## config.mk

```make
export PLATFORM = sky130hd
export DESIGN_NAME = approx_fp_adder
export DESIGN_NICKNAME = d
export VERILOG_FILES = /design/src/hw/approx_fp_pkg.sv /design/src/hw/loa_adder.sv /design/src/hw/significand_adder.sv /design/src/hw/fp_align.sv /design/src/hw/fp_normalize.sv /design/src/hw/approx_fp_adder.sv
export SDC_FILE = /design/constraint.sdc
export NUM_CORES = 1
export LEC_CHECK = 0
export BUFFER_PORTS_ARGS = -buffer_cell sky130_fd_sc_hd__buf_4
export CAP_MARGIN = 0
export CORE_MARGIN = 3
export CORE_UTILIZATION = 50
export CTS_BUF_LIST = sky130_fd_sc_hd__clkbuf_4
export CTS_CLUSTER_DIAMETER = 150
export DETAILED_ROUTE_END_ITERATION = 8
export PLACE_DENSITY_LB_ADDON = 0.08
export REMOVE_ABC_BUFFERS = 1
export SYNTH_ARGS = -nofsm -noshare
export SYNTH_HDL_FRONTEND = slang
export SYNTH_HIERARCHICAL = 1
export SYNTH_SLANG_ARGS = --single-unit
```

## constraint.sdc

```tcl
create_clock -name clk -period 56.4 [get_ports clk]
set_clock_uncertainty 0.2 [all_clocks]
set_input_delay 2.82 -clock clk [delete_from_list [all_inputs] [get_ports clk]]
set_output_delay 2.82 -clock clk [all_outputs]
set_load 0.05 [all_outputs]
```

## src/hw/approx_fp_pkg.sv

```systemverilog
`default_nettype none

package approx_fp_pkg;

  // IEEE single precision field widths
  parameter int EXP_W  = 8;
  parameter int FRAC_W = 23;

  // hidden bit, stored fraction and two guard bits below it
  parameter int SIG_W = 26;

  parameter int EXP_BIAS = 127;

  // all-ones exponent, used here only to encode infinity on overflow
  parameter int EXP_MAX = 255;

  typedef struct packed {
    logic              sign;
    logic [EXP_W-1:0]  exp;
    logic [FRAC_W-1:0] frac;
  } fp32_fields_t;

  // the same float word either as raw bits or split into its fields
  typedef union packed {
    logic [EXP_W+FRAC_W:0] raw;
    fp32_fields_t          f;
  } fp32_u;

endpackage

`default_nettype wire

```

## src/hw/loa_adder.sv

```systemverilog
`default_nettype none

// lower-part OR adder
// the low LPL bits are approximated by OR, the rest is added exactly
module loa_adder #(
  parameter int W   = 16,
  parameter int LPL = 8
) (
  input  logic [W-1:0] in1,
  input  logic [W-1:0] in2,
  output logic [W:0]   res
);

  logic             carry_in;
  logic [W-LPL:0]   upper_sum;

  // no carry chain in the approximate part
  assign res[LPL-1:0] = in1[LPL-1:0] | in2[LPL-1:0];

  // the top approximate bit position still predicts a carry into the exact part
  assign carry_in = in1[LPL-1] & in2[LPL-1];

  assign upper_sum = {1'b0, in1[W-1:LPL]}
                   + {1'b0, in2[W-1:LPL]}
                   + {{(W-LPL){1'b0}}, carry_in};

  // top bit of upper_sum lands on res[W] as the carry-out
  assign res[W:LPL] = upper_sum;

endmodule

`default_nettype wire

```

## src/hw/significand_adder.sv

```systemverilog
`default_nettype none

// significand add/subtract with an approximate low part
// LPL of 0 falls back to a plain exact adder/subtractor
module significand_adder #(
  parameter int W         = 26,
  parameter int LOW_WIDTH = 16,
  parameter int LPL       = 8
) (
  input  logic         add_sub,
  input  logic [W-1:0] in1,
  input  logic [W-1:0] in2,
  output logic [W:0]   res
);

  generate
    if (LPL == 0) begin : g_exact

      assign res = add_sub ? ({1'b0, in1} - {1'b0, in2})
                           : ({1'b0, in1} + {1'b0, in2});

    end else begin : g_loa

      logic [W-1:0]           in2_signed;
      logic [LOW_WIDTH-1:0]   lower_res;
      logic                   approx_cout;
      logic [W-LOW_WIDTH:0]   upper_res;

      // one's complement only, the missing +1 is part of the approximation
      assign in2_signed = add_sub ? ~in2 : in2;

      loa_adder #(
        .W   (LOW_WIDTH),
        .LPL (LPL)
      ) loa_adder_inst (
        .in1 (in1[LOW_WIDTH-1:0]),
        .in2 (in2_signed[LOW_WIDTH-1:0]),
        .res ({approx_cout, lower_res})
      );

      assign upper_res = {1'b0, in1[W-1:LOW_WIDTH]}
                       + {1'b0, in2_signed[W-1:LOW_WIDTH]}
                       + {{(W-LOW_WIDTH){1'b0}}, approx_cout};

      assign res = {upper_res, lower_res};

    end
  endgenerate

endmodule

`default_nettype wire

```

## src/hw/fp_align.sv

```systemverilog
`default_nettype none

// stage 1: unpack both operands, pick the larger magnitude and align the other one
module fp_align
  import approx_fp_pkg::*;
(
  input  logic                  clk,
  input  logic                  rst_n,
  input  logic                  in_valid,
  input  logic [EXP_W+FRAC_W:0] op_a,
  input  logic [EXP_W+FRAC_W:0] op_b,
  input  logic                  op_sub,
  output logic                  al_valid,
  output logic                  al_sign,
  output logic [EXP_W-1:0]      al_exp,
  output logic                  al_sub,
  output logic [SIG_W-1:0]      al_sig_big,
  output logic [SIG_W-1:0]      al_sig_small
);

  fp32_u            a_u;
  fp32_u            b_u;
  logic [SIG_W-1:0] sig_a;
  logic [SIG_W-1:0] sig_b;
  logic             a_big;
  logic [EXP_W-1:0] exp_big;
  logic [EXP_W-1:0] exp_small;
  logic [EXP_W-1:0] exp_diff;
  logic [SIG_W-1:0] sig_big;
  logic [SIG_W-1:0] sig_small;
  logic [SIG_W-1:0] sig_small_sh;
  logic             eff_sub;
  logic             res_sign;

  assign a_u.raw = op_a;
  assign b_u.raw = op_b;

  // an exponent of 0 reads as zero, whatever the fraction holds
  assign sig_a = (a_u.f.exp == '0) ? '0 : {1'b1, a_u.f.frac, 2'b00};
  assign sig_b = (b_u.f.exp == '0) ? '0 : {1'b1, b_u.f.frac, 2'b00};

  // exponent and fraction compare as one unsigned magnitude, a wins a tie
  assign a_big = {a_u.f.exp, a_u.f.frac} >= {b_u.f.exp, b_u.f.frac};

  assign exp_big   = a_big ? a_u.f.exp : b_u.f.exp;
  assign exp_small = a_big ? b_u.f.exp : a_u.f.exp;
  assign sig_big   = a_big ? sig_a : sig_b;
  assign sig_small = a_big ? sig_b : sig_a;
  assign exp_diff  = exp_big - exp_small;

  // shifted-out bits are simply dropped
  assign sig_small_sh = (exp_diff >= SIG_W) ? '0 : (sig_small >> exp_diff);

  assign eff_sub = a_u.f.sign ^ b_u.f.sign ^ op_sub;

  // when b is the big one in a - b, its sign flips
  assign res_sign = a_big ? a_u.f.sign : (b_u.f.sign ^ op_sub);

  always_ff @(posedge clk or negedge rst_n) begin
    if (!rst_n) begin
      al_valid <= 1'b0;
    end else begin
      al_valid <= in_valid;
    end
  end

  always_ff @(posedge clk) begin
    al_sign      <= res_sign;
    al_exp       <= exp_big;
    al_sub       <= eff_sub;
    al_sig_big   <= sig_big;
    al_sig_small <= sig_small_sh;
  end

  // the subtraction downstream relies on never borrowing past the top bit
  a_big_not_smaller : assert property (
    @(posedge clk) disable iff (!rst_n)
    al_valid |-> (al_sig_big >= al_sig_small)
  );

endmodule

`default_nettype wire

```

## src/hw/fp_normalize.sv

```systemverilog
`default_nettype none

// stage 2 registers the raw sum, stage 3 normalizes, range-checks and packs
module fp_normalize
  import approx_fp_pkg::*;
#(
  parameter int W = 26
) (
  input  logic                  clk,
  input  logic                  rst_n,
  input  logic                  al_valid,
  input  logic                  al_sign,
  input  logic [EXP_W-1:0]      al_exp,
  input  logic                  al_sub,
  input  logic [W:0]            sum,
  output logic                  out_valid,
  output logic [EXP_W+FRAC_W:0] result
);

  localparam int LZC_W = $clog2(W + 1);

  logic             s2_valid;
  logic             s2_sign;
  logic [EXP_W-1:0] s2_exp;
  logic             s2_sub;
  logic [W:0]       s2_sum;

  logic [LZC_W-1:0] lzc;
  logic [EXP_W:0]   lzc_ext;
  logic [W-1:0]     norm_sig;
  logic [EXP_W:0]   norm_exp;
  logic             is_zero;
  fp32_u            pack_u;
  fp32_u            out_u;

  function automatic logic [LZC_W-1:0] count_lz(input logic [W-1:0] v);
    logic [LZC_W-1:0] n;
    logic             done;
    n    = '0;
    done = 1'b0;
    for (int i = W - 1; i >= 0; i--) begin
      if (v[i]) begin
        done = 1'b1;
      end else if (!done) begin
        n = n + 1'b1;
      end
    end
    return n;
  endfunction

  always_ff @(posedge clk or negedge rst_n) begin
    if (!rst_n) begin
      s2_valid  <= 1'b0;
      out_valid <= 1'b0;
    end else begin
      s2_valid  <= al_valid;
      out_valid <= s2_valid;
    end
  end

  always_ff @(posedge clk) begin
    s2_sign <= al_sign;
    s2_exp  <= al_exp;
    s2_sub  <= al_sub;
    s2_sum  <= sum;
    result  <= pack_u.raw;
  end

  // the carry bit of a subtraction is ignored, only the low W bits count
  assign lzc     = count_lz(s2_sum[W-1:0]);
  assign lzc_ext = {{(EXP_W+1-LZC_W){1'b0}}, lzc};

  always_comb begin
    norm_sig = s2_sum[W-1:0];
    norm_exp = {1'b0, s2_exp};
    is_zero  = 1'b0;
    if (!s2_sub) begin
      if (s2_sum[W]) begin
        norm_sig = s2_sum[W:1];
        norm_exp = {1'b0, s2_exp} + 1'b1;
      end
    end else if ((s2_sum[W-1:0] == '0) || ({1'b0, s2_exp} <= lzc_ext)) begin
      // exact cancellation or underflow, flushed to +0
      is_zero = 1'b1;
    end else begin
      norm_sig = s2_sum[W-1:0] << lzc;
      norm_exp = {1'b0, s2_exp} - lzc_ext;
    end
  end

  always_comb begin
    pack_u.raw = '0;
    if (!is_zero) begin
      pack_u.f.sign = s2_sign;
      if (norm_exp >= EXP_MAX) begin
        pack_u.f.exp = EXP_W'(EXP_MAX);
      end else begin
        pack_u.f.exp  = norm_exp[EXP_W-1:0];
        // drop the hidden bit, truncate the guard bits
        pack_u.f.frac = norm_sig[W-2 -: FRAC_W];
      end
    end
  end

  assign out_u.raw = result;

  out_valid_known : assert property (
    @(posedge clk) disable iff (!rst_n)
    !$isunknown(out_valid)
  );

  // a packed fraction without an exponent would mean a denormal leaked out
  no_denormal_out : assert property (
    @(posedge clk) disable iff (!rst_n)
    (out_valid && (out_u.f.frac != '0)) |-> (out_u.f.exp != '0)
  );

endmodule

`default_nettype wire

```

## src/hw/approx_fp_adder.sv

```systemverilog
`default_nettype none

// three-stage single-precision adder/subtractor with an LOA significand path
module approx_fp_adder
  import approx_fp_pkg::*;
#(
  parameter int LOW_WIDTH = 16,
  parameter int LPL       = 8
) (
  input  logic                  clk,
  input  logic                  rst_n,
  input  logic                  in_valid,
  input  logic [EXP_W+FRAC_W:0] op_a,
  input  logic [EXP_W+FRAC_W:0] op_b,
  input  logic                  op_sub,
  output logic                  out_valid,
  output logic [EXP_W+FRAC_W:0] result
);

  logic             al_valid;
  logic             al_sign;
  logic [EXP_W-1:0] al_exp;
  logic             al_sub;
  logic [SIG_W-1:0] al_sig_big;
  logic [SIG_W-1:0] al_sig_small;
  logic [SIG_W:0]   sum;

  fp_align fp_align_inst (
    .clk          (clk),
    .rst_n        (rst_n),
    .in_valid     (in_valid),
    .op_a         (op_a),
    .op_b         (op_b),
    .op_sub       (op_sub),
    .al_valid     (al_valid),
    .al_sign      (al_sign),
    .al_exp       (al_exp),
    .al_sub       (al_sub),
    .al_sig_big   (al_sig_big),
    .al_sig_small (al_sig_small)
  );

  // combinational, sits between the stage 1 and stage 2 registers
  significand_adder #(
    .W         (SIG_W),
    .LOW_WIDTH (LOW_WIDTH),
    .LPL       (LPL)
  ) significand_adder_inst (
    .add_sub (al_sub),
    .in1     (al_sig_big),
    .in2     (al_sig_small),
    .res     (sum)
  );

  fp_normalize #(
    .W (SIG_W)
  ) fp_normalize_inst (
    .clk       (clk),
    .rst_n     (rst_n),
    .al_valid  (al_valid),
    .al_sign   (al_sign),
    .al_exp    (al_exp),
    .al_sub    (al_sub),
    .sum       (sum),
    .out_valid (out_valid),
    .result    (result)
  );

endmodule

`default_nettype wire

```

=== After elaboration in Yosys (flattened, before gate mapping) ===
Cells that the tools add are included.

* Magnitude comparators: 4
* Add/subtract/negate cells: 32
* Mux-type cells: 93
* Reductions and logical operators: 5
* Equal/unequal tests: 0
* Multiply operators: 0
* Bitwise operators: 6
* Div/mod/pow operators: 0
* Shift operators: 2

{| class="wikitable"
|+ Operator list
! operator !! number
|-
| $mux 5 || 50
|-
| $mux 26 || 5
|-
| $add 5x1->5 const B || 24
|-
| $mux 25 || 3
|-
| $ge 31x31->1 || 1
|-
| $mux 1 || 29
|-
| $mux 9 || 3
|-
| $logic_not 26->1 || 1
|-
| $not 26->26 || 1
|-
| $shl 26x5->25 || 1
|-
| $shr 26x8->26 || 1
|-
| $mux 8 || 3
|-
| $logic_not 8->1 || 2
|-
| $add 10x10->11 || 1
|-
| $add 11x1->11 || 1
|-
| $add 8x1->9 const B || 1
|-
| $add 8x8->9 || 1
|-
| $add 9x1->9 || 1
|-
| $ge 9x8->1 const B || 1
|-
| $sub 8x5->9 || 1
|-
| $ge 8x5->1 const B || 1
|-
| $le 8x5->1 || 1
|-
| $or 8x8->8 || 1
|-
| $sub 8x8->8 || 1
|-
| other kinds (5) || 7
|}

* Input bits: 68
* Word-level logic and storage cells: 156
* Register bits: 134
* ROM bits: 0
* Bits in latches: 0
* Output and inout bits: 33
* Memories kept: 0
* Bits in writable memories: 0

=== Longest topological paths before layout ===
* Depth in word-level cells: 82
* Depth in mapped cells: 100
* Depth with buffers taken out: 97

=== Hierarchy ===
Netlist, hierarchy kept.

{| class="wikitable"
|+ Modules (own cells, without submodules)
! module !! cells an instance !! instances !! sequential area each (um^2) !! area each (um^2)
|-
| fp_normalize || 881 || 1 || 1,431.4 || 7,046.8
|-
| fp_align || 700 || 1 || 1,226.2 || 5,461.5
|-
| significand_adder || 86 || 1 || 0.0 || 673.1
|-
| loa_adder || 53 || 1 || 0.0 || 404.1
|}

=== Worst setup path after synthesis ===
No wires, ideal clock.

* Path kind: reg2reg
* Start point: register fp_normalize_inst.s2_sum[24]
* End point: register fp_normalize_inst.result[10]
* Path buffers: 4
* Period minus slack after synthesis: 18.586 ns
* Required time: 56.120 ns
* Data arrival time: 18.306 ns
* Cell stages (with the launch flop): 99
* Slack: 37.814 ns
* Library setup time: 0.080 ns
* Path through: dfxtp_1 > buf_6 > nor2b_1 > ha_1 > or4_4 > a21oi_2 > nor2_1 > inv_1 > ha_1 > nand2b_1 > a21boi_0 > ha_1 > nand2_1 > nand2_1 > ha_1 > nand2b_1 > a31oi_1 > ha_1 > [... 63 more ...] > clkbuf_1 > inv_1 > ha_1 > a21o_1 > a31o_2 > a2111oi_0 > a21oi_1 > nand2_1 > a2111oi_0 > nor2_1 > nand4b_1 > o21ai_0 > a21o_1 > nor2_1 > nand2_1 > or3_1 > buf_6 > o22ai_2

* Word-level cells in the longest chain between the ends: 79
* Elaborated cells between the ends (all ways): 110
* Those cells by class: add/sub: 25; order compare: 2; shift: 1; mux: 79; reduce/logical: 3

{| class="wikitable"
|+ RTL lines
! element !! RTL line !! source
|-
| start, declared || fp_normalize.sv:26 || <nowiki>logic [W:0] s2_sum;</nowiki>
|-
| start signal, assigned || fp_normalize.sv:65 || <nowiki>s2_sum <= sum;</nowiki>
|-
| $mux 5 || fp_normalize.sv:42 || <nowiki>if (v[i]) begin</nowiki>
|-
| $add 5x1->5 || fp_normalize.sv:45 || <nowiki>n = n + 1'b1;</nowiki>
|-
| $mux 5 || fp_normalize.sv:44 || <nowiki>end else if (!done) begin</nowiki>
|-
| $mux 5 || fp_normalize.sv:42 ||
|-
| $add 5x1->5 || fp_normalize.sv:45 ||
|-
| $mux 5 || fp_normalize.sv:44 ||
|-
| $mux 5 || fp_normalize.sv:42 ||
|-
| $add 5x1->5 || fp_normalize.sv:45 ||
|-
| [... 63 more ...] || - ||
|-
| $mux 5 || fp_normalize.sv:44 ||
|-
| $mux 5 || fp_normalize.sv:42 ||
|-
| $le 8x5->1 || fp_normalize.sv:82 || <nowiki>end else if ((s2_sum[W-1:0] == '0) || ({1'b0, s2_exp} <= lzc_ext)) begin</nowiki>
|-
| $logic_or 1x1->1 || fp_normalize.sv:82 ||
|-
| $mux 9 || fp_normalize.sv:82 ||
|-
| $mux 9 || fp_normalize.sv:77 || <nowiki>if (!s2_sub) begin</nowiki>
|-
| $ge 9x8->1 || fp_normalize.sv:95 || <nowiki>if (norm_exp >= EXP_MAX) begin</nowiki>
|-
| $reduce_or 2->1 (no line) || - ||
|-
| end signal, assigned || fp_normalize.sv:66 || <nowiki>result <= pack_u.raw;</nowiki>
|-
| end, declared || fp_normalize.sv:17 || <nowiki>output logic [EXP_W+FRAC_W:0] result</nowiki>
|}

Parallel ways exist; a longest one is shown, timed or not.
A chain may end at the register's enable or synchronous reset.

=== Worst setup path in the final report ===
* Start point: register fp_normalize_inst.s2_sum[24]
* End point: register fp_normalize_inst.result[19]

The elaborated chain is that of the path after synthesis.

==> results.txt <==
The leakage power is around 6.3 nW. For this run, the total global-route usage over all layers was measured as 0.262. The number of cells after detailed placement is between 2000 and 2500. The number of cells on the worst reg-to-reg path is 96. The synthesized netlist cell count is roughly 1700. For this run, global-route usage on met3 was measured as 0.0259. The total detailed-routing wirelength is 38.6 mm. The smallest hold slack came out at roughly 0.14 ns. For this run, global-route usage on met1 was measured as 0.348. The data arrival at the endpoint of the critical path came out at around 22 ns.

The number of pins with negative max-slew slack in the final report is 0. The hold buffer count at CTS is 0. Setup repair after global routing left no endpoint under its margin. Once detail routing completed, the nets flagged for antenna violations numbered 0. During synthesis, Yosys emitted a total of 6 warnings. The total I/O pin count came out at between 100 and 150.

VDD sags by at most around 0.021 mV. The count of cell types in the netlist is between 100 and 150. The number of clock buffers added by TritonCTS is 17.

The largest incremental delay on the critical path came out at 0.72 ns. The clock input transition at the sequential cells of the worst setup and hold paths came out at ~0.15 ns. The number of cells upsized or downsized after cts came out at 0. The mean area per synthesized cell is around 7.9 um^2. The via count of the first global-routing pass is 12000. The clock tree synthesis step divided the H-tree into 4 levels. The number of antenna violations at the first check in global routing is 1. The number of buffers added for setup after CTS is 0.

After layout, the design draws a total of about 770 uW. The count of clock tree sinks came out at 132. The endpoint with the worst hold slack is fp_normalize_inst/s2_exp[6]. The startpoint type of the worst setup path is a flop. The worst setup slack after layout came out at around 35 ns. The highest achievable clock rate is 0.0458 GHz. The transition time of the tightest slew-check pin came out at between 0.9 and 1 ns. The die covers a little under 30000 um^2. sky130_fd_sc_hd__nor2_1 is the most common cell in the netlist.

The main flop type after synthesis is sky130_fd_sc_hd__dfxtp_1. The netlist area before placement is between 10000 and 15000 um^2. In the finished design, the share of the clock period the worst path needs comes to 0.387. The layout overhead on the synthesized area is 7.48%.

The worst setup path is of the reg2reg kind. In this run the most critical hold path is launched from fp_align_inst/al_exp[6]. The count of maximum capacitance violations came out at 0. Row generation in the floorplan step produced 59 rows.

Of the post-synthesis cell area, the dominant cell type holds 0.190. The post-route DRC violation count is 0. The first-pass iteration count of the detailed router is 7. The startpoint identified for the worst register-to-register timing path is fp_normalize_inst/s2_sum[24]. The DRC marker count from the first detailed-route iteration is slightly above 1000. The largest individual stage delay along the critical path comes from the cell sky130_fd_sc_hd__nand2_1. In this run the cell area measured after placement is roughly 14000 um^2. The final setup violation count came out at 0. The minimum clock period after layout is 21.85 ns. The cell family contributing the most delay on the critical path is adder cells.

The die span in y came out at approximately 170 um. The count of endpoints failing hold in the final timing report came out at 0. The power density over cell area is around 53 nW/um^2. The congestion estimate from routability-driven global placement came to ~0.98.

The effective utilization at floorplan is 0.516. The number of buffers and inverters on the critical path is 5. The async set-or-reset flop fraction in the synthesized netlist came out at 0.0227. Excluding fillers, the count of instances in the completed layout stands at roughly 2100.

The run finished with clean final reports. The type of the worst min-delay path is reg2reg. In this run the horizontal extent of the chip is between 150 and 200 um. Dividing the detail-routed via count by the number of cells gives roughly 6. The wire length of the first global-routing pass came out at 62.4 mm.

The total number of vias came out at between 10000 and 15000. During placement, the flow inserted port buffers numbering 100. The worst endpoint required time came out at 56.65 ns. The average detailed-routed wire length per instance is about 18 um.

The synthesized design spends more area on one cell type than any other, namely sky130_fd_sc_hd__dfxtp_1. The cell repeated most along the worst path is sky130_fd_sc_hd__ha_1. The flip-flop and latch count after synthesis came out at 132. The share of the Yosys chip area taken by registers is 0.196. For this run, the share of the core covered by cells in the final layout is 0.554. The worst-skew pair later-pin latency is around 0.55 ns. The worst hold path cell count came out at 0. After synthesis, the cell types taking the most area are sky130_fd_sc_hd__dfxtp_1 (19%), sky130_fd_sc_hd__mux2i_1 (8.5%), sky130_fd_sc_hd__ha_1 (7.2%). For this run, global-route usage on met2 was measured as 0.446.

The net count reported at finish is ~1900. The summed area of non-filler cells in the final layout is 14600 um^2. The maximum fanout along the worst path is 26. The pin count of the biggest net entering global routing came out at 65. In this run the standard cell core region covers about 26000 um^2.

The worst register-to-register path has a setup slack of around 35 ns. The layer flagged by global routing as most heavily used is met2. The commonest cells after synthesis are sky130_fd_sc_hd__nor2_1 (165), sky130_fd_sc_hd__nand2_1 (142), sky130_fd_sc_hd__dfxtp_1 (129). The number of flops mapped to enable cells by yosys came out at 0. The relative slew slack is 0.348. The total global routing overflow came out at 0. The placed wire-length estimate after detailed placement came out at 30.4 mm.

The worst register-to-register path ends at fp_normalize_inst/result[19]. The capturing element type of the critical path is a flop. The clock passes through at most 2 buffers. Prior to clock tree synthesis, the placed netlist has a worst setup slack of 34.95 ns. The setup TNS came out at 0 ns. The layout cell share with drive strength beyond 1 came out at 0.150. The root cell of the clock tree is sky130_fd_sc_hd__clkbuf_4. TritonCTS built the clock tree.
==> sequential cells by signal, indices dropped and copies added, names as in the netlist <==
register	cells
fp_align_inst/al_sub	1
fp_align_inst/al_sig_small	26
fp_align_inst/al_exp	8
fp_normalize_inst/s2_valid	1
fp_align_inst/al_sig_big	24
fp_normalize_inst/result	32
fp_normalize_inst/s2_sign	1
fp_normalize_inst/out_valid	1
fp_normalize_inst/s2_sum	27
fp_align_inst/al_valid	1
fp_normalize_inst/s2_exp	8
fp_normalize_inst/s2_sub	1
fp_align_inst/al_sign	1
==> worst max path at each step <==
stage,from,depth (start not counted),slack [ns],endpoint
after floorplan,fp_normalize_inst/s2_sum[24],95,36.71,fp_normalize_inst/result[19]
after global placement,fp_normalize_inst/s2_sum[24],96,35.77,fp_normalize_inst/result[19]
after detailed placement,fp_normalize_inst/s2_sum[24],96,34.95,fp_normalize_inst/result[19]
after CTS,fp_normalize_inst/s2_sum[24],96,34.84,fp_normalize_inst/result[19]
after global routing,fp_normalize_inst/s2_sum[24],96,32.62,fp_normalize_inst/result[19]
final,fp_normalize_inst/s2_sum[24],96,34.55,fp_normalize_inst/result[19]
==> routing by layer <==
metal | wire (um) | part of all wire | up-vias
li1 | - | - | 6262
met1 | 17500 | 0.45 | 5930
met2 | 18500 | 0.48 | 379
met3 | 1590 | 0.041 | 58
met4 | 983 | 0.025 | 0
met5 | 0 | 0 | -
==> worst reg2reg max path: cells and delay by family, from the launching register on <==
family | cells | cell delay, ns
AO/OA/AOI/OAI | 26 | 5.34
adder cells (fa/ha/maj) | 24 | 7.25
buffers and inverters | 5 | 0.88
flip-flops | 1 | 0.60
multiplexers | 11 | 2.14
AND/OR/NAND/NOR | 30 | 5.36
==> report_power, final <==
part,switching [mW],internal [mW]
Clock,0.0430,0.0241
Sequential,0.0357,0.119
Combinational,0.335,0.212
Total,0.414,0.355
==> cell usage in the layout (no fill, tap or decap), types with 8 or more instances in the layout <==
cell                       netlist  final
sky130_fd_sc_hd__nor4_1         12     12
sky130_fd_sc_hd__nand2b_1       17     17
sky130_fd_sc_hd__dfxtp_1       129    129
sky130_fd_sc_hd__or3_1          19     19
sky130_fd_sc_hd__o22ai_1        16     16
sky130_fd_sc_hd__and3_1         15     15
sky130_fd_sc_hd__o21ai_0       105    105
sky130_fd_sc_hd__nand3b_1        8      8
sky130_fd_sc_hd__mux2_2         18     18
sky130_fd_sc_hd__mux2i_1       115    115
sky130_fd_sc_hd__nor3_1         44     44
sky130_fd_sc_hd__o22ai_2        15     15
sky130_fd_sc_hd__a211oi_1       15     15
sky130_fd_sc_hd__ha_1           78     77
sky130_fd_sc_hd__nand3_1        70     70
sky130_fd_sc_hd__and2_1         21     21
sky130_fd_sc_hd__mux4_2          9      9
sky130_fd_sc_hd__o21ai_1         9      9
sky130_fd_sc_hd__a31oi_1        19     19
sky130_fd_sc_hd__inv_1          82     82
sky130_fd_sc_hd__buf_4           9    111
sky130_fd_sc_hd__o211ai_1       14     14
sky130_fd_sc_hd__a21o_1         23     23
sky130_fd_sc_hd__nand2_1       142    142
sky130_fd_sc_hd__xor2_1         54     53
sky130_fd_sc_hd__clkbuf_4        0     17
sky130_fd_sc_hd__nor2_1        165    165
sky130_fd_sc_hd__nand4_1        23     23
sky130_fd_sc_hd__o31ai_1        10     10
sky130_fd_sc_hd__or2_2          11     11
sky130_fd_sc_hd__a21oi_1        93     93
sky130_fd_sc_hd__xnor2_1        56     55
sky130_fd_sc_hd__nor2b_1        22     22
==> cells by family after synthesis <==
| kind of cell | share of synthesized area |
|---|---|
| compound gates | 0.217 |
| fa+ha+maj | 0.0792 |
| buf+inv | 0.0652 |
| simple gates | 0.229 |
| xor+xnor | 0.0972 |
| mux | 0.116 |
| other cells | 0.000276 |
| flops | 0.196 |
==> layout make-up <==
type                            count  area [um^2]
Inverter                           87          327
Tap cell                          335          419
Clock inverter                     15          166
Sequential cell                   132         2660
Fill cell                        2521        11800
Antenna cell                        1         2.50
Multi-Input combinational cell   1393        10100
Clock buffer                       17          128
Timing Repair Buffer              111          833
Note: power is estimated with default switching activity, not from simulation.
